<file path="src/design/gat_softmax_pkg.sv">
package gat_softmax_pkg;

  // ======================================================================
  // widths
  // ======================================================================
  localparam int COEF_W      = 5;
  localparam int EXP_W       = 32;
  localparam int SUM_W       = 40;
  localparam int NODE_W      = 4;
  localparam int GRAPH_W     = 6;

  // alpha format, Q1.15
  localparam int ALPHA_WOI   = 1;
  localparam int ALPHA_WOF   = 15;
  localparam int ALPHA_W     = ALPHA_WOI + ALPHA_WOF;

  // input reg + one stage per quotient bit + saturation reg
  localparam int DIV_LATENCY = ALPHA_W + 2;

  typedef logic [COEF_W-1:0]  coef_t;
  typedef logic [EXP_W-1:0]   exp_t;
  typedef logic [SUM_W-1:0]   sum_t;
  typedef logic [NODE_W-1:0]  node_cnt_t;
  typedef logic [GRAPH_W-1:0] graph_idx_t;
  typedef logic [ALPHA_W-1:0] alpha_t;

  // one entry per subgraph, sum stage to divide stage
  typedef struct packed {
    node_cnt_t num_node;
    sum_t      sum;
  } dvsr_entry_t;

  typedef struct packed {
    alpha_t alpha;
    logic   last;
  } alpha_word_t;

endpackage

</file>
<file path="src/design/fxp_div_pipe.sv">
`timescale 1ns/10ps

module fxp_div_pipe
  import gat_softmax_pkg::*;
#(
  parameter int WOI = 1,
  parameter int WOF = 15
) (
  input  logic               clk,
  input  logic               rst_n,
  input  logic               div_vld,
  input  exp_t               dividend,
  input  sum_t               divisor,
  output logic               div_done,
  output logic [WOI+WOF-1:0] quotient
);

  localparam int QW  = WOI + WOF;
  // wide enough for the divisor shifted by the top quotient bit
  localparam int RW  = SUM_W + QW;
  localparam logic [QW-1:0] ONE = QW'(1) << WOF;

  logic [RW-1:0] rem_q  [QW+1];
  sum_t          dvsr_q [QW+1];
  logic [QW-1:0] quo_q  [QW+1];
  logic [QW:0]   vld_q;

  // valid bit travels beside the data
  always_ff @(posedge clk or negedge rst_n) begin
    if (!rst_n) begin
      vld_q    <= '0;
      div_done <= 1'b0;
    end else begin
      vld_q    <= {vld_q[QW-1:0], div_vld};
      div_done <= vld_q[QW];
    end
  end

  // ======================================================================
  // restoring stages, msb first
  // ======================================================================
  always_ff @(posedge clk) begin
    // prescale by 2^WOF
    rem_q[0]  <= RW'(dividend) << WOF;
    dvsr_q[0] <= divisor;
    quo_q[0]  <= '0;
    for (int k = 1; k <= QW; k++) begin
      dvsr_q[k] <= dvsr_q[k-1];
      if (rem_q[k-1] >= (RW'(dvsr_q[k-1]) << (QW - k))) begin
        rem_q[k] <= rem_q[k-1] - (RW'(dvsr_q[k-1]) << (QW - k));
        quo_q[k] <= quo_q[k-1] | (QW'(1) << (QW - k));
      end else begin
        rem_q[k] <= rem_q[k-1];
        quo_q[k] <= quo_q[k-1];
      end
    end
    // exactly 1.0 only for a single-node subgraph
    quotient <= (quo_q[QW] == ONE) ? '1 : quo_q[QW];
  end

endmodule

</file>
<file path="config.mk">
export PLATFORM = sky130hd
export DESIGN_NAME = fxp_div_pipe
export DESIGN_NICKNAME = d
export VERILOG_FILES = /design/src/design/gat_softmax_pkg.sv /design/src/design/fxp_div_pipe.sv
export SDC_FILE = /design/constraint.sdc
export NUM_CORES = 2
export LEC_CHECK = 0
export CORE_MARGIN = 4
export CORE_UTILIZATION = 50
export DETAILED_ROUTE_END_ITERATION = 16
export DONT_BUFFER_PORTS = 1
export PLACE_DENSITY = 0.64
export SLEW_MARGIN = 30
export SYNTH_ARGS = -nofsm -noshare
export SYNTH_HDL_FRONTEND = slang
export SYNTH_SLANG_ARGS = --single-unit
</file>
<file path="constraint.sdc">
create_clock -name clk -period 9.5 [get_ports clk]
set_input_delay 2.85 -clock clk [delete_from_list [all_inputs] [get_ports clk]]
set_output_delay 2.85 -clock clk [all_outputs]
set_load 0.02 [all_outputs]
</file>
==> impl_results.md <==
* Number of DRC markers in iteration 0 at about 4,200
* Worst reg-to-reg setup slack at 4.84 ns
* Total CTS buffers at around 170
* Max_slew headroom at between 30% and 40%
* DR vias/cell at 5.52
* PnR worst setup slack at between 4 and 5 ns
* Layout area overhead at 10.3%
* Cts-stage hold buffer count at 0
* Fraction of registers with async set/reset at under 10%
* FMAX at around 210 MHz
* Post-Synthesis Cell Area at approximately 76,000 µm²
* Crit path max fanout at about 80
* Power Density at approximately 340 nW/µm²
* Fin. Hold Viols at 0
* Comb pwr share at between 40 and 50%
* Worst VDD drop at 223 µV
* Power Internal at approximately 0.017 W
* CP Class: flip-flop to flip-flop
* Post-synth top area cell: dfxtp_1
* Sw frac at between 30% and 40%
* R2R Path Start: dvsr_q[0][441]
* Placed cell count at ~10,000
* Synthesis-stage register bit count at about 1,600
* Clk pwr share at around 24%
* Detailed-route via count at 59,500
* RePlAce Congestion at approximately 0.97
* Post-synthesis sequential area ratio at between 40 and 50%
* Arr. time, crit path at 5.32 ns
* Clock skew at about 0.042 ns
* Cell variety after synth at 93
* Clock latency on the worst-skew pair at around 0.79 ns
* Max-cap violations at 0
* Sequential Power Share at ~33%
* Die Area at between 150,000 and 200,000 µm²
* Post-DP HPWL at ~160 mm
* Clk sinks at between 1,500 and 2,000
* Worst setup SP type: flip-flop
* Ratio of cells with drive above 1 in the final layout at 5.08%
* Placement Setup Slack at around 4.8 ns
* Setup TNS at 0 ns
* CTS clk-pin slew, worst paths at around 0.060 ns
* Post-synth top area share at between 40% and 50%
* Hold WC Path Type: flip-flop to flip-flop
* Switching power at approximately 0.011 W
* FILL cells at roughly 14,000
* Initial antenna violation count at 4
* Post-synth top cells: dfxtp_1 (1,544), nand2_1 (814), inv_1 (798)
* Tmin final at about 4.7 ns
* Root Driver: clkbuf_16
* RSZ-0062 raised after global routing: false
* Number of port buffers at 0
* Height of the die at approximately 400 µm
* Core footprint at 150,000 µm²
* Primary FF master, synth: dfxtp_1
* CTS tree: yes
* First drt pass iteration count at 5
* First-pass GRT wire length at 316 mm
* Num rows at roughly 140
* Final setup viols at 0
* Largest net degree at the start of global routing at 80
* # resized after CTS at 0
* # DRC at 0
* All-layer global routing usage at between 20% and 30%
* Cell with the most instances after synthesis: dfxtp_1
* Final-stage net count at about 9,300
* H-tree depth at 4
* Clock buffer depth at 3
* FF-to-FF path depth at 13
* Slew Limit Fails at 0
* EDFF count, synth at 0
* Syn_area_per_cell at ~8.7 µm²
* Initial Util at about half
* Status: complete, no violations
* Period Utilization, post-route at 49.0%
* Syn nets at 9,401
* Post-layout util at about 56%
* Worst path required time at between 10 and 15 ns
* Hold Crit Start: quo_q[14][2]
* P_leak at around 38 nW
* Critical path endpoint category: flip-flop
* Final cell count without fillers at ~11,000
* Warnings from Yosys at 0
* Synth area leaders: dfxtp_1 (41%), ha_1 (10%), a21oi_1 (4.9%)
* Crit. Startpoint: dvsr_q[0][441]
* Chip width at just under 400 µm
* Worst Max-Slew Pin Slew at between 0.9 and 1 ns
* Routed WL at approximately 200 mm
* WL/cell at around 19 µm
* Post-synthesis cell count at ~8,700
* I/O pin count at 92
* Setup crit end: rem_q[12][9]
* Reg2reg end: rem_q[12][9]
* Vias in the first global route at ~60,000
* Remaining Overflow, GRT at 0
* Post-route ant nets at 0
* Setup Buffers After CTS at 0
-- state kept, by name (all words and copies together), names as in the netlist --
name / count
rem_q: 752
dvsr_q: 640
quo_q: 136
vld_q: 17
quotient: 16
div_done: 1
-- placed cells by master (no fill, tap or decap), types with 53 or more instances in the layout --
cell type,netlist,layout
and2_1,54,53
nand2b_1,90,90
o21a_1,68,68
nor2b_1,84,84
a21o_1,361,361
inv_1,798,798
xnor2_1,346,346
a31oi_1,74,72
ha_1,631,631
and3_1,70,70
o21ai_1,54,53
a211oi_1,56,55
o21bai_1,93,93
nand3_1,151,151
dfxtp_1,1544,1544
clkbuf_16,0,167
nor4_1,67,63
nand2_1,814,814
o21ai_0,675,675
nor3_1,108,107
a21oi_1,734,732
xor2_1,302,302
mux2_2,62,62
nor2_1,496,494
nand4_1,123,123
-- worst max-delay path: stages (launching register included) --
cell	delay [ns]
dfxtp_1	0.42
inv_1	0.10
fa_1	0.42
a21o_1	0.18
a21o_1	0.20
a21oi_1	0.35
o22ai_1	0.24
a211o_1	0.49
o21ai_1	0.49
a211o_1	0.24
and2_2	0.14
buf_4	0.55
inv_2	0.33
mux2_2	0.37
-- routing by layer --
| metal | global-route usage [%] | part of all wire [%] | vias to the layer above |
|---|---|---|---|
| met5 | 0 | 0.0065 | - |
| met4 | 11.4 | 4.7 | 2 |
| met3 | 3.01 | 3.7 | 433 |
| met2 | 45.1 | 50 | 1356 |
| met1 | 29.2 | 42 | 27700 |
| li1 | - | - | 29900 |
-- power by group through the flow --
stage	registers (W)	logic [W]	clock network, W
floorplan	0.00901	0.00931	0
global placement	0.00958	0.0118	0
detailed placement	0.00957	0.0119	0
CTS	0.00944	0.0120	0.00701
global route	0.00960	0.0134	0.00729
finish	0.00945	0.0121	0.00684
-- kinds of logic (layout without fill, tap and decap cells) --
group | after synthesis | in the layout | synth area share (%)
other | 0 | 9 | 0
AND/OR/NAND/NOR | 2208 | 2208 | 13.8
AO/OA/AOI/OAI | 2477 | 2477 | 20.2
flip-flops | 1562 | 1562 | 41.4
XOR/XNOR | 648 | 648 | 7.50
adder cells (fa/ha/maj) | 646 | 646 | 10.8
multiplexers | 67 | 67 | 0.990
buffers and inverters | 1072 | 1137 | 5.35
-- cell type report --
class / instances / area (µm²) / share of cell area (%)
well taps: 2016 / 2520 / 3.02
inverters: 805 / 3020 / 3.62
flip-flops and latches: 1562 / 31400 / 37.6
repair buffers: 22 / 165 / 0.198
clock inverters: 80 / 1250 / 1.49
clock buffers: 230 / 4730 / 5.66
diodes: 9 / 22.5 / 0.0270
multi-input cells: 6046 / 40400 / 48.4
-- worst min-delay path by stage --
stage	to	slack [ns]	cells after the start
CTS	quo_q[15][2]	0.32	0
global route	quo_q[15][13]	0.33	0
finish	quo_q[15][2]	0.32	0
global placement	quo_q[13][8]	0.31	0
detailed placement	quo_q[10][9]	0.31	0
floorplan	quo_q[10][10]	0.31	0
-- per-stage QoR --
stage / instance area (µm²) / total power [W] / hold WS, ns
CTS: 83500 / 0.0284 / 0.321
finish: 83500 / 0.0284 / 0.320
detailed placement: 77500 / 0.0215 / 0.312
floorplan: 75700 / 0.0183 / 0.310
global route: 83500 / 0.0303 / 0.328
global placement: 77500 / 0.0214 / 0.311
No activity file was read; power rests on OpenSTA's default activity.
