<file path="src/design/gat_softmax_pkg.sv">
package gat_softmax_pkg;

  // ======================================================================
  // widths
  // ======================================================================
  localparam int COEF_W      = 5;
  localparam int EXP_W       = 32;
  localparam int SUM_W       = 40;
  localparam int NODE_W      = 4;
  localparam int GRAPH_W     = 6;

  // alpha format, Q1.15
  localparam int ALPHA_WOI   = 1;
  localparam int ALPHA_WOF   = 15;
  localparam int ALPHA_W     = ALPHA_WOI + ALPHA_WOF;

  // input reg + one stage per quotient bit + saturation reg
  localparam int DIV_LATENCY = ALPHA_W + 2;

  typedef logic [COEF_W-1:0]  coef_t;
  typedef logic [EXP_W-1:0]   exp_t;
  typedef logic [SUM_W-1:0]   sum_t;
  typedef logic [NODE_W-1:0]  node_cnt_t;
  typedef logic [GRAPH_W-1:0] graph_idx_t;
  typedef logic [ALPHA_W-1:0] alpha_t;

  // one entry per subgraph, sum stage to divide stage
  typedef struct packed {
    node_cnt_t num_node;
    sum_t      sum;
  } dvsr_entry_t;

  typedef struct packed {
    alpha_t alpha;
    logic   last;
  } alpha_word_t;

endpackage

</file>
<file path="src/design/sync_fifo.sv">
`timescale 1ns/10ps

module sync_fifo #(
  parameter int DATA_W = 8,
  parameter int DEPTH  = 16
) (
  input  logic                       clk,
  input  logic                       rst_n,
  input  logic [DATA_W-1:0]          din,
  input  logic                       wr,
  output logic                       full,
  output logic [DATA_W-1:0]          dout,
  input  logic                       rd,
  output logic                       empty,
  output logic [$clog2(DEPTH+1)-1:0] count
);

  localparam int PTR_W = (DEPTH > 1) ? $clog2(DEPTH) : 1;

  logic [DATA_W-1:0] mem [DEPTH];
  logic [PTR_W-1:0]  wr_ptr;
  logic [PTR_W-1:0]  rd_ptr;
  logic              do_wr;
  logic              do_rd;

  assign do_wr = wr && !full;
  assign do_rd = rd && !empty;
  assign full  = (count == DEPTH);
  assign empty = (count == '0);

  // show-ahead, head is always visible
  assign dout = mem[rd_ptr];

  always_ff @(posedge clk) begin
    if (do_wr) begin
      mem[wr_ptr] <= din;
    end
  end

  always_ff @(posedge clk or negedge rst_n) begin
    if (!rst_n) begin
      wr_ptr <= '0;
      rd_ptr <= '0;
      count  <= '0;
    end else begin
      if (do_wr) begin
        wr_ptr <= (wr_ptr == PTR_W'(DEPTH - 1)) ? '0 : wr_ptr + 1'b1;
      end
      if (do_rd) begin
        rd_ptr <= (rd_ptr == PTR_W'(DEPTH - 1)) ? '0 : rd_ptr + 1'b1;
      end
      case ({do_wr, do_rd})
        2'b10:   count <= count + 1'b1;
        2'b01:   count <= count - 1'b1;
        default: count <= count;
      endcase
    end
  end

  a_no_overflow: assert property (@(posedge clk) disable iff (!rst_n) wr |-> !full);
  a_no_underflow: assert property (@(posedge clk) disable iff (!rst_n) rd |-> !empty);

endmodule

</file>
<file path="src/design/coef_ingress.sv">
`timescale 1ns/10ps

module coef_ingress
  import gat_softmax_pkg::*;
#(
  parameter int COEF_DEPTH = 16,
  parameter int MAX_GRAPHS = 64
) (
  input  logic       clk,
  input  logic       rst_n,
  input  logic       cfg_wr,
  input  graph_idx_t cfg_addr,
  input  node_cnt_t  cfg_num_node,
  input  logic       coef_wr,
  input  coef_t      coef,
  output logic       coef_full,
  input  logic       coef_pop,
  output coef_t      coef_head,
  output logic       coef_empty,
  input  graph_idx_t graph_addr,
  output node_cnt_t  num_node
);

  // node count per subgraph
  node_cnt_t node_tbl [MAX_GRAPHS];

  sync_fifo #(
    .DATA_W (COEF_W),
    .DEPTH  (COEF_DEPTH)
  ) u_coef_fifo (
    .clk   (clk),
    .rst_n (rst_n),
    .din   (coef),
    .wr    (coef_wr),
    .full  (coef_full),
    .dout  (coef_head),
    .rd    (coef_pop),
    .empty (coef_empty),
    .count ()
  );

  always_ff @(posedge clk) begin
    if (cfg_wr) begin
      node_tbl[cfg_addr] <= cfg_num_node;
    end
  end

  // registered table read, one cycle behind graph_addr
  always_ff @(posedge clk or negedge rst_n) begin
    if (!rst_n) begin
      num_node <= '0;
    end else begin
      num_node <= node_tbl[graph_addr];
    end
  end

  a_nonzero_cfg: assert property (@(posedge clk) disable iff (!rst_n)
    cfg_wr |-> (cfg_num_node != '0));

endmodule

</file>
<file path="config.mk">
export PLATFORM = sky130hd
export DESIGN_NAME = coef_ingress
export DESIGN_NICKNAME = d
export VERILOG_FILES = /design/src/design/gat_softmax_pkg.sv /design/src/design/sync_fifo.sv /design/src/design/coef_ingress.sv
export SDC_FILE = /design/constraint.sdc
export NUM_CORES = 1
export LEC_CHECK = 0
export BUFFER_PORTS_ARGS = -buffer_cell sky130_fd_sc_hd__buf_4
export CORE_ASPECT_RATIO = 0.5
export CORE_MARGIN = 2
export CORE_UTILIZATION = 55
export CTS_CLUSTER_DIAMETER = 150
export DETAILED_ROUTE_END_ITERATION = 10
export PLACE_DENSITY_LB_ADDON = 0.08
export REMOVE_ABC_BUFFERS = 1
export SYNTH_ARGS = -nofsm -noshare
export SYNTH_HDL_FRONTEND = slang
export SYNTH_SLANG_ARGS = --single-unit
</file>
<file path="constraint.sdc">
create_clock -name clk -period 3.53 [get_ports clk]
set_input_delay 0.1765 -clock clk [delete_from_list [all_inputs] [get_ports clk]]
set_output_delay 0.1765 -clock clk [all_outputs]
set_load 0.03 [all_outputs]
</file>
==> impl_results.md <==
- Status: complete, no violations
- Core Box Area: 0.02519 mm²
- Final hold vios: 0
- Largest net degree at the start of global routing: 65
- Reg clk slew, reported paths: 0.07 ns
- H-tree levels: 1
- PortBufs: 36
- Routed length per instance: 24.77 µm
- CP Class: flop to output port
- Yosys cell types: 48
- Asr flop ratio synth: 0.04816
- Vias: 6959
- RSZ-0062 raised after global routing: false
- Rows: 41
- Vias in the first global route: 6955
- Die height: 117.2 µm
- Die Span X: 230.4 µm
- Synth Instances: 718
- Tightest Pin Transition: 0.9963 ns
- Leak Pwr: 4.994 nW
- DIE AREA: 0.02700 mm²
- Slew headroom: 0.3358
- Initial Util: 0.5596
- Ranking of synthesized cells by area: edfxtp_1, mux4_2, dfrtp_1
- ANT cells: 0
- First-pass GRT wire length: 42.32 mm
- CP Data Required Time: 3.35 ns
- Max-Cap Viols: 0
- Worst VDD drop: 0.3791 mV
- Post-synthesis sequential area ratio: 0.7460
- FMAX: 348.4 MHz
- Clk sink count: 353
- Multiplexer share of the synthesized area: 0.1489
- Synth Area in Compound Gates: 0.02521
- Critical path launch point type: flop
- Total negative slack: 0 ns
- Largest family of logic cells by synthesized area: multiplexers
- Post-Syn Area per Cell: 19.63 µm²
- Routed wire length: 28.04 mm
- Vias per cell: 6.148
- Post-CTS Hold Buffers: 7
- Boundary Pins: 37
- Most common library cells after synthesis: edfxtp_1, mux4_2, nor2_1
- Top FF cell, synth: edfxtp_1
- Root Buffer: clkbuf_16
- Tot Pwr: 9.741 mW
- Simple-Gate Fraction of Synth Area: 0.04900
- Fill cells: 1768
- DRC viols: 0
- Post-CTS Setup Inserts: 0
- Number of synthesis warnings: 0
- Post-synth EDFFs: 336
- Clock skew: 0.01368 ns
- GRT Total Usage: 0.2156
- Reg2Reg Depth: 9
- Synthesized area: 0.01409 mm²
- DP HPWL: 17.21 mm
- Initial DRC count: 786
- Hold/Removal Path Class: primary input to async pin
- Post-DRT Antenna Nets: 0
- Setup crit end kind: output port
- Crit-path max FO: 21
- # setup viols final: 0
- Area Overhead vs Synth: 11.13%
- Flops & latches, synth: 353
- CTS tree: yes
- Total gr overflow: 0
- Most numerous cell in the Yosys netlist: edfxtp_1
- Post-synth top area share: 0.7158
- Crit path time final: 2.870 ns
- Nets@finish: 800
- Worst Path Arrival: 2.69 ns
- Final period util: 0.8130
- Worst-Skew Late Latency: 0.57 ns
- Adder-Cell Fraction of Synth Area: 0.009410
- Global placer's final weighted congestion: 0.8052
- Layout cell share with drive strength beyond 1: 0.2272
- Final Max Slew Viols: 0
- XOR/XNOR Fraction of Synth Area: 0.003728
- CTS Buffer Depth: 3
- PostCTS Resize Cnt: 0
- Post-synth top area cell: edfxtp_1
- Pwr dens: 621.9 mW/mm²
- Antenna violations before repair: 0
- TritonCTS Buffers: 30
- First-pass iteration count of the detailed router: 7
[stage by stage]
| stage | hold slack, ns | cells | setup WS [ns] | cell area (µm²) | util |
|---|---|---|---|---|---|
| 6_report | 0.02382 | 1132 | 0.6600 | 15660 | 0.6219 |
| 2_1_floorplan | -0.1191 | 683 | 1.002 | 13880 | - |
| 4_1_cts | 0.005664 | 1132 | 0.6305 | 15660 | 0.6219 |
| 5_1_grt | 0.03503 | 1132 | 0.4061 | 15660 | 0.6219 |
| 3_3_place_gp | 0.06073 | 1069 | 0.8310 | 14630 | 0.5807 |
| 3_5_place_dp | 0.06092 | 1069 | 0.7242 | 14630 | 0.5807 |
[power breakdown]
group	leakage [nW]	total, mW	switching (mW)	internal [mW]
combinational	1.29	1.49	0.796	0.692
sequential	3.23	4.97	0.194	4.77
clock	0.474	3.29	1.47	1.82
[final timing paths]
check                                            from  slack, ns                     to
max in group asynchronous                       rst_n       3.30   u_coef_fifo.count[0]
worst min-delay path                            rst_n       0.02  u_coef_fifo.rd_ptr[2]
min in group clk                             coef_pop       0.08  u_coef_fifo.rd_ptr[2]
worst max register to register   u_coef_fifo.count[1]       0.72   u_coef_fifo.count[4]
worst min register to register   u_coef_fifo.count[4]       0.52   u_coef_fifo.count[4]
worst max-delay path            u_coef_fifo.rd_ptr[1]       0.66           coef_head[3]
[sequential cells by signal, indices dropped and copies added (netlist names)]
register            cells
node_tbl              256
num_node                4
u_coef_fifo.count       5
u_coef_fifo.mem        80
u_coef_fifo.rd_ptr      4
u_coef_fifo.wr_ptr      4
[kinds of logic after synthesis]
kind of cell    Yosys count
xor+xnor                  6
mux                      98
fa+ha+maj                10
buf+inv                  45
flops                   353
compound gates           51
simple gates            155
[placed cells by master, fill, tap and decap left out, types with 3 or more instances in the layout]
cell type,n
edfxtp_1,336
mux4_2,89
nor2_1,83
buf_4,42
clkbuf_16,31
nand2_1,26
dfrtp_1,17
nand3_1,12
inv_1,10
o21ai_0,10
ha_1,9
clkinv_1,8
o22ai_1,7
nor3_1,7
clkinv_2,7
dlygate4sd3_1,7
mux2i_1,6
nand3b_1,5
o21ai_1,5
clkbuf_1,5
o41ai_1,4
nor2b_1,4
or3_1,3
o22a_1,3
o221ai_1,3
a22oi_1,3
a22o_1,3
a221o_1,3
mux2_2,3
xnor2_1,3
a21oi_1,3
xor2_1,3
bufinv_16,3
[per-layer routing]
metal / track usage / share of wire / vias to the layer above
met1: 0.3039 / 0.44 / 3649
li1: - / - / 3025
met3: 0.03924 / 0.061 / 54
met4: 0.05978 / 0.025 / 0
met2: 0.3562 / 0.48 / 231
met5: 0 / 0 / -
[final cells by class]
class | count | area, µm² | share of cell area
Tap cell | 344 | 430.4 | 0.02748
Clock inverter | 20 | 171.4 | 0.01094
Inverter | 10 | 37.54 | 0.002396
Clock buffer | 36 | 794.5 | 0.05072
Multi-Input combinational cell | 320 | 3329 | 0.2126
Timing Repair Buffer | 49 | 385.4 | 0.02460
Sequential cell | 353 | 10520 | 0.6713
[worst max-delay path: stages (launching register included)]
cell     delay (ns)
dfrtp_1        0.99
mux4_2         0.46
mux4_2         0.48
buf_4          0.18
(Power assumes the default switching activity.)
