File: src/design/gat_softmax_pkg.sv
package gat_softmax_pkg;

  // ======================================================================
  // widths
  // ======================================================================
  localparam int COEF_W      = 5;
  localparam int EXP_W       = 32;
  localparam int SUM_W       = 40;
  localparam int NODE_W      = 4;
  localparam int GRAPH_W     = 6;

  // alpha format, Q1.15
  localparam int ALPHA_WOI   = 1;
  localparam int ALPHA_WOF   = 15;
  localparam int ALPHA_W     = ALPHA_WOI + ALPHA_WOF;

  // input reg + one stage per quotient bit + saturation reg
  localparam int DIV_LATENCY = ALPHA_W + 2;

  typedef logic [COEF_W-1:0]  coef_t;
  typedef logic [EXP_W-1:0]   exp_t;
  typedef logic [SUM_W-1:0]   sum_t;
  typedef logic [NODE_W-1:0]  node_cnt_t;
  typedef logic [GRAPH_W-1:0] graph_idx_t;
  typedef logic [ALPHA_W-1:0] alpha_t;

  // one entry per subgraph, sum stage to divide stage
  typedef struct packed {
    node_cnt_t num_node;
    sum_t      sum;
  } dvsr_entry_t;

  typedef struct packed {
    alpha_t alpha;
    logic   last;
  } alpha_word_t;

endpackage

File: src/design/sync_fifo.sv
`timescale 1ns/10ps

module sync_fifo #(
  parameter int DATA_W = 8,
  parameter int DEPTH  = 16
) (
  input  logic                       clk,
  input  logic                       rst_n,
  input  logic [DATA_W-1:0]          din,
  input  logic                       wr,
  output logic                       full,
  output logic [DATA_W-1:0]          dout,
  input  logic                       rd,
  output logic                       empty,
  output logic [$clog2(DEPTH+1)-1:0] count
);

  localparam int PTR_W = (DEPTH > 1) ? $clog2(DEPTH) : 1;

  logic [DATA_W-1:0] mem [DEPTH];
  logic [PTR_W-1:0]  wr_ptr;
  logic [PTR_W-1:0]  rd_ptr;
  logic              do_wr;
  logic              do_rd;

  assign do_wr = wr && !full;
  assign do_rd = rd && !empty;
  assign full  = (count == DEPTH);
  assign empty = (count == '0);

  // show-ahead, head is always visible
  assign dout = mem[rd_ptr];

  always_ff @(posedge clk) begin
    if (do_wr) begin
      mem[wr_ptr] <= din;
    end
  end

  always_ff @(posedge clk or negedge rst_n) begin
    if (!rst_n) begin
      wr_ptr <= '0;
      rd_ptr <= '0;
      count  <= '0;
    end else begin
      if (do_wr) begin
        wr_ptr <= (wr_ptr == PTR_W'(DEPTH - 1)) ? '0 : wr_ptr + 1'b1;
      end
      if (do_rd) begin
        rd_ptr <= (rd_ptr == PTR_W'(DEPTH - 1)) ? '0 : rd_ptr + 1'b1;
      end
      case ({do_wr, do_rd})
        2'b10:   count <= count + 1'b1;
        2'b01:   count <= count - 1'b1;
        default: count <= count;
      endcase
    end
  end

  a_no_overflow: assert property (@(posedge clk) disable iff (!rst_n) wr |-> !full);
  a_no_underflow: assert property (@(posedge clk) disable iff (!rst_n) rd |-> !empty);

endmodule

File: src/design/alpha_egress.sv
`timescale 1ns/10ps

module alpha_egress
  import gat_softmax_pkg::*;
#(
  parameter int ALPHA_DEPTH = 32
) (
  input  logic        clk,
  input  logic        rst_n,
  input  logic        div_done,
  input  alpha_t      quotient,
  input  logic        div_last,
  output logic        egress_stall,
  input  logic        out_rd,
  output alpha_word_t out_word,
  output logic        out_empty
);

  localparam int CNT_W = $clog2(ALPHA_DEPTH + 1);

  logic [DIV_LATENCY-1:0] last_line;
  alpha_word_t            wr_word;
  logic                   alpha_full;
  logic [CNT_W-1:0]       alpha_count;

  // last flag delayed to meet its quotient
  always_ff @(posedge clk or negedge rst_n) begin
    if (!rst_n) begin
      last_line <= '0;
    end else begin
      last_line <= {last_line[DIV_LATENCY-2:0], div_last};
    end
  end

  assign wr_word = '{alpha: quotient, last: last_line[DIV_LATENCY-1]};

  sync_fifo #(
    .DATA_W ($bits(alpha_word_t)),
    .DEPTH  (ALPHA_DEPTH)
  ) u_alpha_fifo (
    .clk   (clk),
    .rst_n (rst_n),
    .din   (wr_word),
    .wr    (div_done),
    .full  (alpha_full),
    .dout  (out_word),
    .rd    (out_rd),
    .empty (out_empty),
    .count (alpha_count)
  );

  // room for everything in flight plus one cycle of stall delay
  always_ff @(posedge clk or negedge rst_n) begin
    if (!rst_n) begin
      egress_stall <= 1'b0;
    end else begin
      egress_stall <= (ALPHA_DEPTH - int'(alpha_count)) < (DIV_LATENCY + 2);
    end
  end

  a_no_drop: assert property (@(posedge clk) disable iff (!rst_n)
    div_done |-> !alpha_full);

endmodule

File: config.mk
export PLATFORM = sky130hd
export DESIGN_NAME = alpha_egress
export DESIGN_NICKNAME = d
export VERILOG_FILES = /design/src/design/gat_softmax_pkg.sv /design/src/design/sync_fifo.sv /design/src/design/alpha_egress.sv
export SDC_FILE = /design/constraint.sdc
export NUM_CORES = 1
export LEC_CHECK = 0
export BUFFER_PORTS_ARGS = -buffer_cell sky130_fd_sc_hd__buf_2
export CORE_ASPECT_RATIO = 1.2
export CORE_MARGIN = 4
export CORE_UTILIZATION = 56
export CTS_CLUSTER_DIAMETER = 100
export CTS_CLUSTER_SIZE = 30
export DETAILED_ROUTE_END_ITERATION = 7
export MAX_ROUTING_LAYER = met4
export PLACE_DENSITY = 0.76
export SKIP_CTS_REPAIR_TIMING = 1
export SLEW_MARGIN = 20
export SYNTH_ARGS = -nofsm -noshare
export SYNTH_HDL_FRONTEND = slang
export SYNTH_SLANG_ARGS = --single-unit
File: constraint.sdc
create_clock -name clk -period 3.2 [get_ports clk]
set_clock_uncertainty 0.2 [all_clocks]
set_input_delay 0.16 -clock clk [delete_from_list [all_inputs] [get_ports clk]]
set_output_delay 0.16 -clock clk [all_outputs]
set_load 0.02 [all_outputs]
==> qor.yml <==
status: "finished with violations"
violations: "hold timing, setup timing"
finalSetupViolCount: 3
grt_pass1_wl_um: 69750
combPwrFrac_pct: 38.2
overflow: 0
htreeDepth: 1
die_h_um: 227.1
cts_tree: "built"
clk_path_buf_depth: 3
start_kind: "flop"
tightest_slew_ns: 0.7635
slowest_delay_ns: 0.53
seq_power_share_pct: 44.4
finalWorstSetupSlack_ns: -0.06291
grt_max_degree: 44
clkLatencyLatePin_ns: 0.57
nNetsFinal: 1258
io_buffers: 39
cts_buffers: 23
drt_iter0_markers: 1419
peakVddDrop_mv: 0.4718
p_sw_mw: 6.599
place_hpwl_um: 28660
place_congestion: 0.7992
ys_warn_count: 0
final_common_cell: "edfxtp_1"
p_per_area_mw_per_mm2: 802.7
total_power_mw: 20.46
synthesis.area_mm2: 0.02240
fin_tns_setup_ns: -0.1486
final_cell_mix: "544 x edfxtp_1, 112 x buf_4, 102 x mux4_2, 68 x mux2i_1, 33 x nor2_1"
clock_sinks: 579
cts-root-buf: "clkbuf_16"
dieWidth_um: 190.6
p_clk_share_pct: 17.4
timing.hold.ws_ns: -0.01538
synthArstFlopShare_pct: 6.045
timing.final.crit_share_pct: 102.0
routed_via_density: 6.333
crit_top_cell: "buf_4"
post-route-cell-area_mm2: 0.02549
dr_total_vias: 11230
clk_pin_slew_ns: 0.11
required_ns: 2.84
syn_inst: 1070
final_hold_viol_count: 31
placed_cell_area_mm2: 0.02377
ios: 40
rows: 80
synth_edf_count: 544
antenna_found_initial: 0
crit_chain: "buf_12 -> mux4_2 -> a22o_1 -> a2111oi_4 -> buf_4 -> a21oi_1 -> buf_4"
path_max_fanout: 8
worst_ep_arrival_time_ns: 2.90
crit_slowest_cell: "dfrtp_4"
synth_nets: 1104
dr.pass1.iters: 5
synthDistinctLibCells: 51
drive_gt1_share_pct: 29.65
period_needed_ns: 3.263
place_worst_setup_slack_ns: 0.04123
post-route-util_pct: 64.31
rsz0062_at_grt: "true"
grt_use_total_pct: 22.64
switching_share_pct: 32.25
power.leakage_nw: 8.294
area_delta_synth_final_pct: 13.80
die_area_mm2: 0.04328
start_util_pct: 56.51
synth_seq_area_share_pct: 76.84
drv_cap: 0
critPathCaptureType: "output pin"
fp.coreArea_mm2: 0.03964
ant_nets: 0
drcViolationCount: 0
routed_wl_um: 49490
holdCritPathClass: "primary input to async pin"
slew_viol_final: 0
power.internal_mw: 13.86
fill_cells: 2582
max_freq_mhz: 306.5
wire_per_inst_um: 27.90
grt_pass1_vias: 10690
ys.flop_type: "edfxtp_1"
ys_ff_latch: 579
relSlewSlack_pct: 49.10
synth.avg_cell_area_um2: 20.93
path_class: "flop to output pin"
n_antenna_cell: 0
-- synth_stat cells (3+ instances only) --
library cell	instances	area share (%)
nor3_1	5	0.11
buf_1	3	0.050
or3b_2	3	0.12
buf_6	8	0.40
buf_4	7	0.23
dfrtp_1	35	3.9
a2111oi_2	14	0.94
inv_1	9	0.15
a22oi_1	17	0.57
ha_1	12	0.67
nand3_1	5	0.11
nor2_1	38	0.64
o22ai_1	13	0.36
a211oi_1	4	0.13
o221ai_1	17	0.66
mux2i_1	69	3.1
nor4_1	3	0.084
nor2b_1	5	0.14
o21ai_0	12	0.27
mux4_2	102	10
a21o_1	3	0.10
buf_2	19	0.42
nand3b_1	5	0.17
clkbuf_1	20	0.34
a22o_1	17	0.66
nand2_1	16	0.27
edfxtp_1	544	73
a21oi_1	32	0.71
-- power by group through the flow --
stage,logic (mW),clock network [mW],registers [mW]
floorplan,4.33,0,9.08
global placement,6.38,0,9.30
detailed placement,6.47,0,9.34
CTS,6.49,3.63,9.16
global route,8.21,3.93,9.12
finish,7.82,3.56,9.08
-- cell type report --
| type | instances | area [um^2] | area share, % |
|---|---|---|---|
| clock inverter | 2 | 28.78 | 0.1129 |
| clock buffer | 40 | 649.4 | 2.547 |
| sequential | 579 | 17230 | 67.57 |
| multi-input combinational | 422 | 5218 | 20.47 |
| inverter | 10 | 50.05 | 0.1963 |
| tap | 533 | 666.9 | 2.616 |
| timing repair buffer | 188 | 1653 | 6.484 |
-- path summary, 6_finish.rpt --
kind / from / to / slack [ns] / depth (start not counted)
max: u_alpha_fifo.rd_ptr[0] / out_word[12] / -0.06 / 7
min reg2reg: last_line[16] / last_line[17] / 0.16 / 0
max in group asynchronous: rst_n / u_alpha_fifo.rd_ptr[1] / 2.26 / 2
max reg2reg: u_alpha_fifo.count[1] / u_alpha_fifo.count[5] / 0.10 / 10
min in group clk: div_last / last_line[0] / 0.03 / 2
min: rst_n / egress_stall / -0.02 / 2
-- logic make-up (layout without fill, tap and decap cells) --
group	count (synthesis)	in the layout	synth area share (%)
DFF	579	579	76.84
muxes	173	173	13.44
AOI/OAI and AO/OA	141	141	4.938
and+or+nand+nor	92	92	2.056
buffers and inverters	69	240	1.849
adders and majority gates	13	13	0.7597
xor gates and xnor gates	3	3	0.1173
-- stage by stage --
stage,cells,hold WS (ns)
CTS,1717,-0.5428
floorplan,1070,-0.3356
finish,1774,-0.01538
global placement,1675,0.07035
global route,1774,0.02671
detailed placement,1675,0.06969
-- critical path: cells and delay by family, from the launching register on --
family	cells	cell delay (ns)
muxes	1	0.50
DFF	1	0.53
AOI/OAI and AO/OA	3	0.79
buffers and inverters	3	0.51
-- flip-flops by register name, summed over array words and instances, names as in the netlist --
name and count:
u_alpha_fifo.rd_ptr 5, u_alpha_fifo.count 6, u_alpha_fifo.mem 544, u_alpha_fifo.wr_ptr 5, last_line 18, egress_stall 1
-- routing by layer --
layer	wire length, um	vias up	GRT usage, %
met5	0	-	-
met3	4087	65	2.546
met4	1304	0	5.933
li1	-	4739	-
met2	25300	569	36.79
met1	18800	5861	31.49
(Power assumes the default switching activity.)
