### src/design/gat_softmax_pkg.sv
package gat_softmax_pkg;

  // ======================================================================
  // widths
  // ======================================================================
  localparam int COEF_W      = 5;
  localparam int EXP_W       = 32;
  localparam int SUM_W       = 40;
  localparam int NODE_W      = 4;
  localparam int GRAPH_W     = 6;

  // alpha format, Q1.15
  localparam int ALPHA_WOI   = 1;
  localparam int ALPHA_WOF   = 15;
  localparam int ALPHA_W     = ALPHA_WOI + ALPHA_WOF;

  // input reg + one stage per quotient bit + saturation reg
  localparam int DIV_LATENCY = ALPHA_W + 2;

  typedef logic [COEF_W-1:0]  coef_t;
  typedef logic [EXP_W-1:0]   exp_t;
  typedef logic [SUM_W-1:0]   sum_t;
  typedef logic [NODE_W-1:0]  node_cnt_t;
  typedef logic [GRAPH_W-1:0] graph_idx_t;
  typedef logic [ALPHA_W-1:0] alpha_t;

  // one entry per subgraph, sum stage to divide stage
  typedef struct packed {
    node_cnt_t num_node;
    sum_t      sum;
  } dvsr_entry_t;

  typedef struct packed {
    alpha_t alpha;
    logic   last;
  } alpha_word_t;

endpackage

### src/design/sync_fifo.sv
`timescale 1ns/10ps

module sync_fifo #(
  parameter int DATA_W = 8,
  parameter int DEPTH  = 16
) (
  input  logic                       clk,
  input  logic                       rst_n,
  input  logic [DATA_W-1:0]          din,
  input  logic                       wr,
  output logic                       full,
  output logic [DATA_W-1:0]          dout,
  input  logic                       rd,
  output logic                       empty,
  output logic [$clog2(DEPTH+1)-1:0] count
);

  localparam int PTR_W = (DEPTH > 1) ? $clog2(DEPTH) : 1;

  logic [DATA_W-1:0] mem [DEPTH];
  logic [PTR_W-1:0]  wr_ptr;
  logic [PTR_W-1:0]  rd_ptr;
  logic              do_wr;
  logic              do_rd;

  assign do_wr = wr && !full;
  assign do_rd = rd && !empty;
  assign full  = (count == DEPTH);
  assign empty = (count == '0);

  // show-ahead, head is always visible
  assign dout = mem[rd_ptr];

  always_ff @(posedge clk) begin
    if (do_wr) begin
      mem[wr_ptr] <= din;
    end
  end

  always_ff @(posedge clk or negedge rst_n) begin
    if (!rst_n) begin
      wr_ptr <= '0;
      rd_ptr <= '0;
      count  <= '0;
    end else begin
      if (do_wr) begin
        wr_ptr <= (wr_ptr == PTR_W'(DEPTH - 1)) ? '0 : wr_ptr + 1'b1;
      end
      if (do_rd) begin
        rd_ptr <= (rd_ptr == PTR_W'(DEPTH - 1)) ? '0 : rd_ptr + 1'b1;
      end
      case ({do_wr, do_rd})
        2'b10:   count <= count + 1'b1;
        2'b01:   count <= count - 1'b1;
        default: count <= count;
      endcase
    end
  end

  a_no_overflow: assert property (@(posedge clk) disable iff (!rst_n) wr |-> !full);
  a_no_underflow: assert property (@(posedge clk) disable iff (!rst_n) rd |-> !empty);

endmodule

### src/design/softmax_unit.sv
`timescale 1ns/10ps

module softmax_unit
  import gat_softmax_pkg::*;
#(
  parameter int QUEUE_DEPTH = 32
) (
  input  logic       clk,
  input  logic       rst_n,
  input  logic       sm_en,
  input  coef_t      coef_head,
  input  logic       coef_empty,
  output logic       coef_pop,
  output graph_idx_t graph_addr,
  input  node_cnt_t  num_node,
  input  logic       egress_stall,
  output logic       div_vld,
  output exp_t       dividend,
  output sum_t       divisor,
  output logic       div_last
);

  // sum side
  node_cnt_t   sum_cnt;
  sum_t        sum_q;
  sum_t        sum_next;
  exp_t        exp_val;
  logic        sum_last;
  logic        addr_settle;

  // queues between the two sides
  logic        divd_full;
  logic        divd_empty;
  exp_t        divd_head;
  logic        dvsr_full;
  logic        dvsr_empty;
  logic        dvsr_pop;
  dvsr_entry_t dvsr_in;
  dvsr_entry_t dvsr_head;

  // divide side
  node_cnt_t   div_cnt;
  node_cnt_t   div_num;
  node_cnt_t   cur_num;
  sum_t        cur_sum;
  logic        div_first;

  sync_fifo #(
    .DATA_W (EXP_W),
    .DEPTH  (QUEUE_DEPTH)
  ) u_divd_fifo (
    .clk   (clk),
    .rst_n (rst_n),
    .din   (exp_val),
    .wr    (coef_pop),
    .full  (divd_full),
    .dout  (divd_head),
    .rd    (div_vld),
    .empty (divd_empty),
    .count ()
  );

  sync_fifo #(
    .DATA_W ($bits(dvsr_entry_t)),
    .DEPTH  (QUEUE_DEPTH)
  ) u_dvsr_fifo (
    .clk   (clk),
    .rst_n (rst_n),
    .din   (dvsr_in),
    .wr    (coef_pop && sum_last),
    .full  (dvsr_full),
    .dout  (dvsr_head),
    .rd    (dvsr_pop),
    .empty (dvsr_empty),
    .count ()
  );

  // ======================================================================
  // exponent and running sum
  // ======================================================================
  // wait one cycle after an address change so num_node catches up
  assign coef_pop = sm_en && !coef_empty && !divd_full && !dvsr_full && !addr_settle;
  assign exp_val  = exp_t'(1) << coef_head;
  assign sum_last = (sum_cnt == num_node - 1'b1);
  assign sum_next = (sum_cnt == '0) ? sum_t'(exp_val) : sum_q + sum_t'(exp_val);
  assign dvsr_in  = '{num_node: num_node, sum: sum_next};

  always_ff @(posedge clk or negedge rst_n) begin
    if (!rst_n) begin
      sum_cnt     <= '0;
      graph_addr  <= '0;
      addr_settle <= 1'b1;
    end else begin
      addr_settle <= 1'b0;
      if (coef_pop) begin
        if (sum_last) begin
          sum_cnt     <= '0;
          graph_addr  <= graph_addr + 1'b1;
          addr_settle <= 1'b1;
        end else begin
          sum_cnt <= sum_cnt + 1'b1;
        end
      end
    end
  end

  always_ff @(posedge clk) begin
    if (coef_pop) begin
      sum_q <= sum_next;
    end
  end

  // ======================================================================
  // division issue
  // ======================================================================
  // first node of a subgraph takes the divisor straight from the queue head
  assign div_first = (div_cnt == '0);
  assign div_num   = div_first ? dvsr_head.num_node : cur_num;
  assign divisor   = div_first ? dvsr_head.sum : cur_sum;
  assign dividend  = divd_head;
  assign div_vld   = !divd_empty && !egress_stall && (!div_first || !dvsr_empty);
  assign div_last  = div_vld && (div_cnt == div_num - 1'b1);
  assign dvsr_pop  = div_vld && div_first;

  always_ff @(posedge clk or negedge rst_n) begin
    if (!rst_n) begin
      div_cnt <= '0;
    end else if (div_vld) begin
      div_cnt <= div_last ? '0 : div_cnt + 1'b1;
    end
  end

  always_ff @(posedge clk) begin
    if (dvsr_pop) begin
      cur_num <= dvsr_head.num_node;
      cur_sum <= dvsr_head.sum;
    end
  end

  a_nonzero_dvsr: assert property (@(posedge clk) disable iff (!rst_n)
    div_vld |-> (divisor != '0));

endmodule

### config.mk
export PLATFORM = sky130hd
export DESIGN_NAME = softmax_unit
export DESIGN_NICKNAME = d
export VERILOG_FILES = /design/src/design/gat_softmax_pkg.sv /design/src/design/sync_fifo.sv /design/src/design/softmax_unit.sv
export SDC_FILE = /design/constraint.sdc
export NUM_CORES = 2
export LEC_CHECK = 0
export BUFFER_PORTS_ARGS = -buffer_cell sky130_fd_sc_hd__buf_4
export CORE_MARGIN = 3
export CORE_UTILIZATION = 53
export CTS_CLUSTER_DIAMETER = 30
export DETAILED_ROUTE_END_ITERATION = 8
export GPL_TIMING_DRIVEN = 0
export PLACE_DENSITY = 0.7
export SYNTH_ARGS = -nofsm -noshare
export SYNTH_HDL_FRONTEND = slang
export SYNTH_SLANG_ARGS = --single-unit
### constraint.sdc
create_clock -name clk -period 5.44 [get_ports clk]
set_input_delay 0.816 -clock clk [delete_from_list [all_inputs] [get_ports clk]]
set_output_delay 0.816 -clock clk [all_outputs]
set_load 0.005 [all_outputs]
==> metrics.log <==
INFO  metric run_status = finished clean
INFO  metric die_area = approximately 0.19 mm2
INFO  metric clock_sinks = about 2600
INFO  metric layout-area-overhead-vs-synth = 23.52%
INFO  metric worstSetupStartpointType = flip-flop
INFO  metric stdcell_area = around 0.12 mm2
INFO  metric post_synth_and_or_nand_nor_area_fraction = 0.02286
INFO  metric synth-xor-area-share = 0.005227
INFO  metric slowest_delay = approximately 0.50 ns
INFO  metric cts_max_level = 5
INFO  metric post_drt_via_cell_ratio = 6.496
INFO  metric synth_largest_type_area_fraction = 0.7515
INFO  metric synth_commonest_cells = 2516 x sky130_fd_sc_hd__edfxtp_1, 736 x sky130_fd_sc_hd__mux4_2, 212 x sky130_fd_sc_hd__nand2_1
INFO  metric yosys_register_bits = around 2600
INFO  metric cts_root_buf = sky130_fd_sc_hd__clkbuf_16
INFO  metric critical_path_required = about 4.6 ns
INFO  metric yosysWarningCount = 0
INFO  metric wl_per_cell = about 34 um
INFO  metric worst_clock_skew = 0.06091 ns
INFO  metric report.final.slew_viol_count = 0
INFO  metric hp-class = in -> reg
INFO  metric timing.final.crit_share = 0.9994
INFO  metric floorplan.core_area = between 0.15 and 0.2 mm2
INFO  metric placement.cell_area = 0.1082 mm2
INFO  metric syn_inst = 4531
INFO  metric cts_tree = built
INFO  metric synth.net_count = 4611
INFO  metric path_class = reg -> out
INFO  metric hold_violations = 0
INFO  metric initial_drt_markers = slightly below 7000
INFO  metric period_needed = around 5.4 ns
INFO  metric tightest_slew = about 1.4 ns
INFO  metric post_synth.cell_area_avg = 22.19 um2
INFO  metric clk_pin_slew = 0.05 ns
INFO  metric finalSetupViolCount = 0
INFO  metric tritoncts.num_buffers = 461
INFO  metric drv_cap = 0
INFO  metric grt_first_pass_wirelength = ~390000 um
INFO  metric worst_ir_drop_vdd = between 0.0005 and 0.0006 V
INFO  metric std_cell_rows = about 160
INFO  metric synth-compound-area-share = 0.01579
INFO  metric cell_types_occupying_the_most_area_after_synthesis = sky130_fd_sc_hd__edfxtp_1 75%, sky130_fd_sc_hd__mux4_2 16%, sky130_fd_sc_hd__dfrtp_1 1.1%, sky130_fd_sc_hd__nand2_1 0.79%, sky130_fd_sc_hd__ha_1 0.78%
INFO  metric detailed_place_hpwl = roughly 170000 um
INFO  metric final_nets = 5331
INFO  metric grt.overflow.total = 0
INFO  metric route.antenna.remaining_nets = 0
INFO  metric gp_routability_congestion = 0.8649
INFO  metric hold_ws = 0.2910 ns
INFO  metric critical-path-top-delay-family = buffers and inverters
INFO  metric global_route.usage.total = 0.2854
INFO  metric worst-path-max-fanout = 10
INFO  metric synth.area.mux_share = 0.1735
INFO  metric yosys.area_share.adder = 0.008438
INFO  metric synth.most_common_cell = sky130_fd_sc_hd__edfxtp_1
INFO  metric num_vias = 52840
INFO  metric die_width = ~440 um
INFO  metric cp_cell_sequence = clkbuf_4 -> buf_4 -> buf_4 -> clkbuf_2 -> mux4_2 -> mux4_2 -> nand2_1 -> a31oi_1 -> buf_4
INFO  metric postSynth.topFlopCell = sky130_fd_sc_hd__edfxtp_1
INFO  metric mappedNetlistArea = 0.1005 mm2
INFO  metric io_buffers = 94
INFO  metric clock_tree.buffer_depth = 4
INFO  metric largest_family_of_logic_cells_by_synthesized_area = multiplexers
INFO  metric drt-total-wl = around 280000 um
INFO  metric cellPowerDensity = around 550 mW/mm2
INFO  metric synth-seq-area-share = 0.7632
INFO  metric grt_start_max_net_pins = 48
INFO  metric layout_cells_sized_above_1 = 0.3721
INFO  metric timing.critical_path.mode_cell = sky130_fd_sc_hd__buf_4
INFO  metric worst_path_slowest_cell = sky130_fd_sc_hd__dfrtp_1
INFO  metric leakage = about 41 nW
INFO  metric die_y = 441.5 um
INFO  metric relSlewSlack = 0.05764
INFO  metric capturing_element_type_of_the_critical_path = output port
INFO  metric synth_edf_count = 2516
INFO  metric first_global_vias = 55050
INFO  metric total_i_o_pin_count = 95
INFO  metric crit_buf_inv = 5
INFO  metric asyncSetResetFlopFracSynth = 0.01834
INFO  metric drt-pass1-iter-count = 6
INFO  metric initial_antenna_violation_count = 9
INFO  metric clk-insertion-delay-late = between 0.9 and 1 ns
INFO  metric initial_core_util = 0.5342
INFO  metric maximum_frequency_from_static_timing_analysis = between 150 and 200 MHz
INFO  metric final_routed_drc_violation_total = 0
INFO  metric synth_top_cell_by_area = sky130_fd_sc_hd__edfxtp_1
INFO  metric cp.arrival = ~4.6 ns
INFO  metric yosysUniqueCellTypes = 74
flip-flops by register name (all words and copies together) (netlist names):
| name | count |
|---|---|
| sum_cnt | 4 |
| cur_sum | 40 |
| u_dvsr_fifo.mem | 1408 |
| u_dvsr_fifo.count | 6 |
| cur_num | 4 |
| div_cnt | 4 |
| u_divd_fifo.wr_ptr | 5 |
| u_divd_fifo.count | 6 |
| addr_settle | 1 |
| u_dvsr_fifo.rd_ptr | 5 |
| graph_addr | 6 |
| u_divd_fifo.mem | 1024 |
| u_dvsr_fifo.wr_ptr | 5 |
| sum_q | 40 |
| u_divd_fifo.rd_ptr | 5 |
cells by family after synthesis:
logic type,after synthesis
buffers and inverters,266
flip-flops,2563
XOR/XNOR,60
AO/OA/AOI/OAI,246
AND/OR/NAND/NOR,522
multiplexers,808
adder cells (fa/ha/maj),66
per-stage QoR:
| step | power (mW) | setup slack, ns | util | TNS, ns | instances |
|---|---|---|---|---|---|
| after floorplan | 33.45 | 0.003960 | - | 0 | 4531 |
| after global placement | 38.98 | -3.327 | 0.5549 | -9049.46 | 7120 |
| after detailed placement | 39.55 | -1.267 | 0.5750 | -408.28 | 7266 |
| after CTS | 68.33 | 0.002152 | 0.6591 | 0 | 8115 |
| after global routing | 70.03 | -0.06029 | 0.6598 | -0.9072 | 8130 |
| final | 68.09 | 0.003184 | 0.6598 | 0 | 8134 |
cell type report:
class                           instances  area [um2]
Clock buffer                          501       11810
Multi-Input combinational cell       1711       23680
Fill cell                           11550       64020
Sequential cell                      2563       76730
Clock inverter                        344        3714
Timing Repair Buffer                  251        3779
Antenna cell                            6       15.01
Inverter                               42       161.4
Buffer                                221        1166
Tap cell                             2495        3122
cell usage in the layout (no fill, tap or decap), types with 44 or more instances in the layout:
master / synthesis / layout
sky130_fd_sc_hd__edfxtp_1: 2516 / 2516
sky130_fd_sc_hd__mux4_2: 736 / 736
sky130_fd_sc_hd__clkbuf_16: 0 / 466
sky130_fd_sc_hd__nand2_1: 212 / 212
sky130_fd_sc_hd__buf_4: 2 / 128
sky130_fd_sc_hd__clkbuf_1: 125 / 104
sky130_fd_sc_hd__nor2_1: 179 / 88
sky130_fd_sc_hd__buf_12: 0 / 79
sky130_fd_sc_hd__clkinv_2: 0 / 75
sky130_fd_sc_hd__nor2_4: 0 / 74
sky130_fd_sc_hd__clkinvlp_4: 0 / 66
sky130_fd_sc_hd__ha_1: 63 / 63
sky130_fd_sc_hd__bufinv_16: 0 / 63
sky130_fd_sc_hd__clkinv_1: 0 / 63
sky130_fd_sc_hd__clkbuf_2: 0 / 52
sky130_fd_sc_hd__o21ai_0: 65 / 51
sky130_fd_sc_hd__mux2_2: 47 / 47
sky130_fd_sc_hd__dfrtp_1: 46 / 46
sky130_fd_sc_hd__buf_2: 60 / 44
power breakdown:
group / internal, mW / leakage [nW] / total [mW] / switching [mW]
Combinational: 7.33 / 10.1 / 16.6 / 9.31
Sequential: 22.7 / 23.4 / 23.0 / 0.251
Clock: 18.7 / 7.44 / 28.5 / 9.82
Total: 48.7 / 41.0 / 68.1 / 19.4
final timing paths:
path	slack, ns	endpoint	cells after the start	from
max	0.003	divisor[9]	9	u_dvsr_fifo.rd_ptr[1]$_DFFE_PN0P_
min	0.29	u_dvsr_fifo.mem[27][42]$_DFFE_PP_	1	num_node[2]
max reg2reg	1.05	u_dvsr_fifo.mem[16][38]$_DFFE_PP_	12	sum_q[0]$_DFFE_PN_
min reg2reg	0.48	graph_addr[5]$_DFFE_PN0N_	1	graph_addr[5]$_DFFE_PN0N_
max in group asynchronous	4.51	u_divd_fifo.rd_ptr[2]$_DFFE_PN0P_	2	rst_n
min in group asynchronous	0.45	graph_addr[1]$_DFFE_PN0N_	2	rst_n
layer usage:
layer | GRT usage | vias up | routed length [um] | part of all wire
li1 | - | 20710 | - | -
met1 | 0.3598 | 27800 | 95630 | 0.35
met2 | 0.4803 | 3520 | 140600 | 0.51
met3 | 0.05750 | 804 | 25630 | 0.093
met4 | 0.1330 | 0 | 13950 | 0.051
met5 | 0 | - | 0 | 0
worst register-to-register path, cell delays in order, from the launching register on:
cell	delay, ns
sky130_fd_sc_hd__edfxtp_1	0.36
sky130_fd_sc_hd__ha_1	0.24
sky130_fd_sc_hd__inv_1	0.08
sky130_fd_sc_hd__fa_1	0.22
sky130_fd_sc_hd__nor2b_1	0.08
sky130_fd_sc_hd__o31ai_2	0.29
sky130_fd_sc_hd__a31o_2	0.32
sky130_fd_sc_hd__o21bai_2	0.13
sky130_fd_sc_hd__a31o_2	0.29
sky130_fd_sc_hd__and3b_1	0.23
sky130_fd_sc_hd__o31ai_4	0.60
sky130_fd_sc_hd__o21ai_0	0.55
sky130_fd_sc_hd__a21oi_2	0.71
repair_timing:
| action | in CTS | in global routing |
|---|---|---|
| hold buffers | 1 | 0 |
| setup endpoints to repair | 238 | 272 |
| resized for setup | 118 | 32 |
| gates cloned | 2 | 7 |
| pin swaps | 3 | 6 |
| setup buffers | 3 | 7 |
| endpoints found under the hold margin | 46 | 0 |
Note: power is estimated with default switching activity, not from simulation.
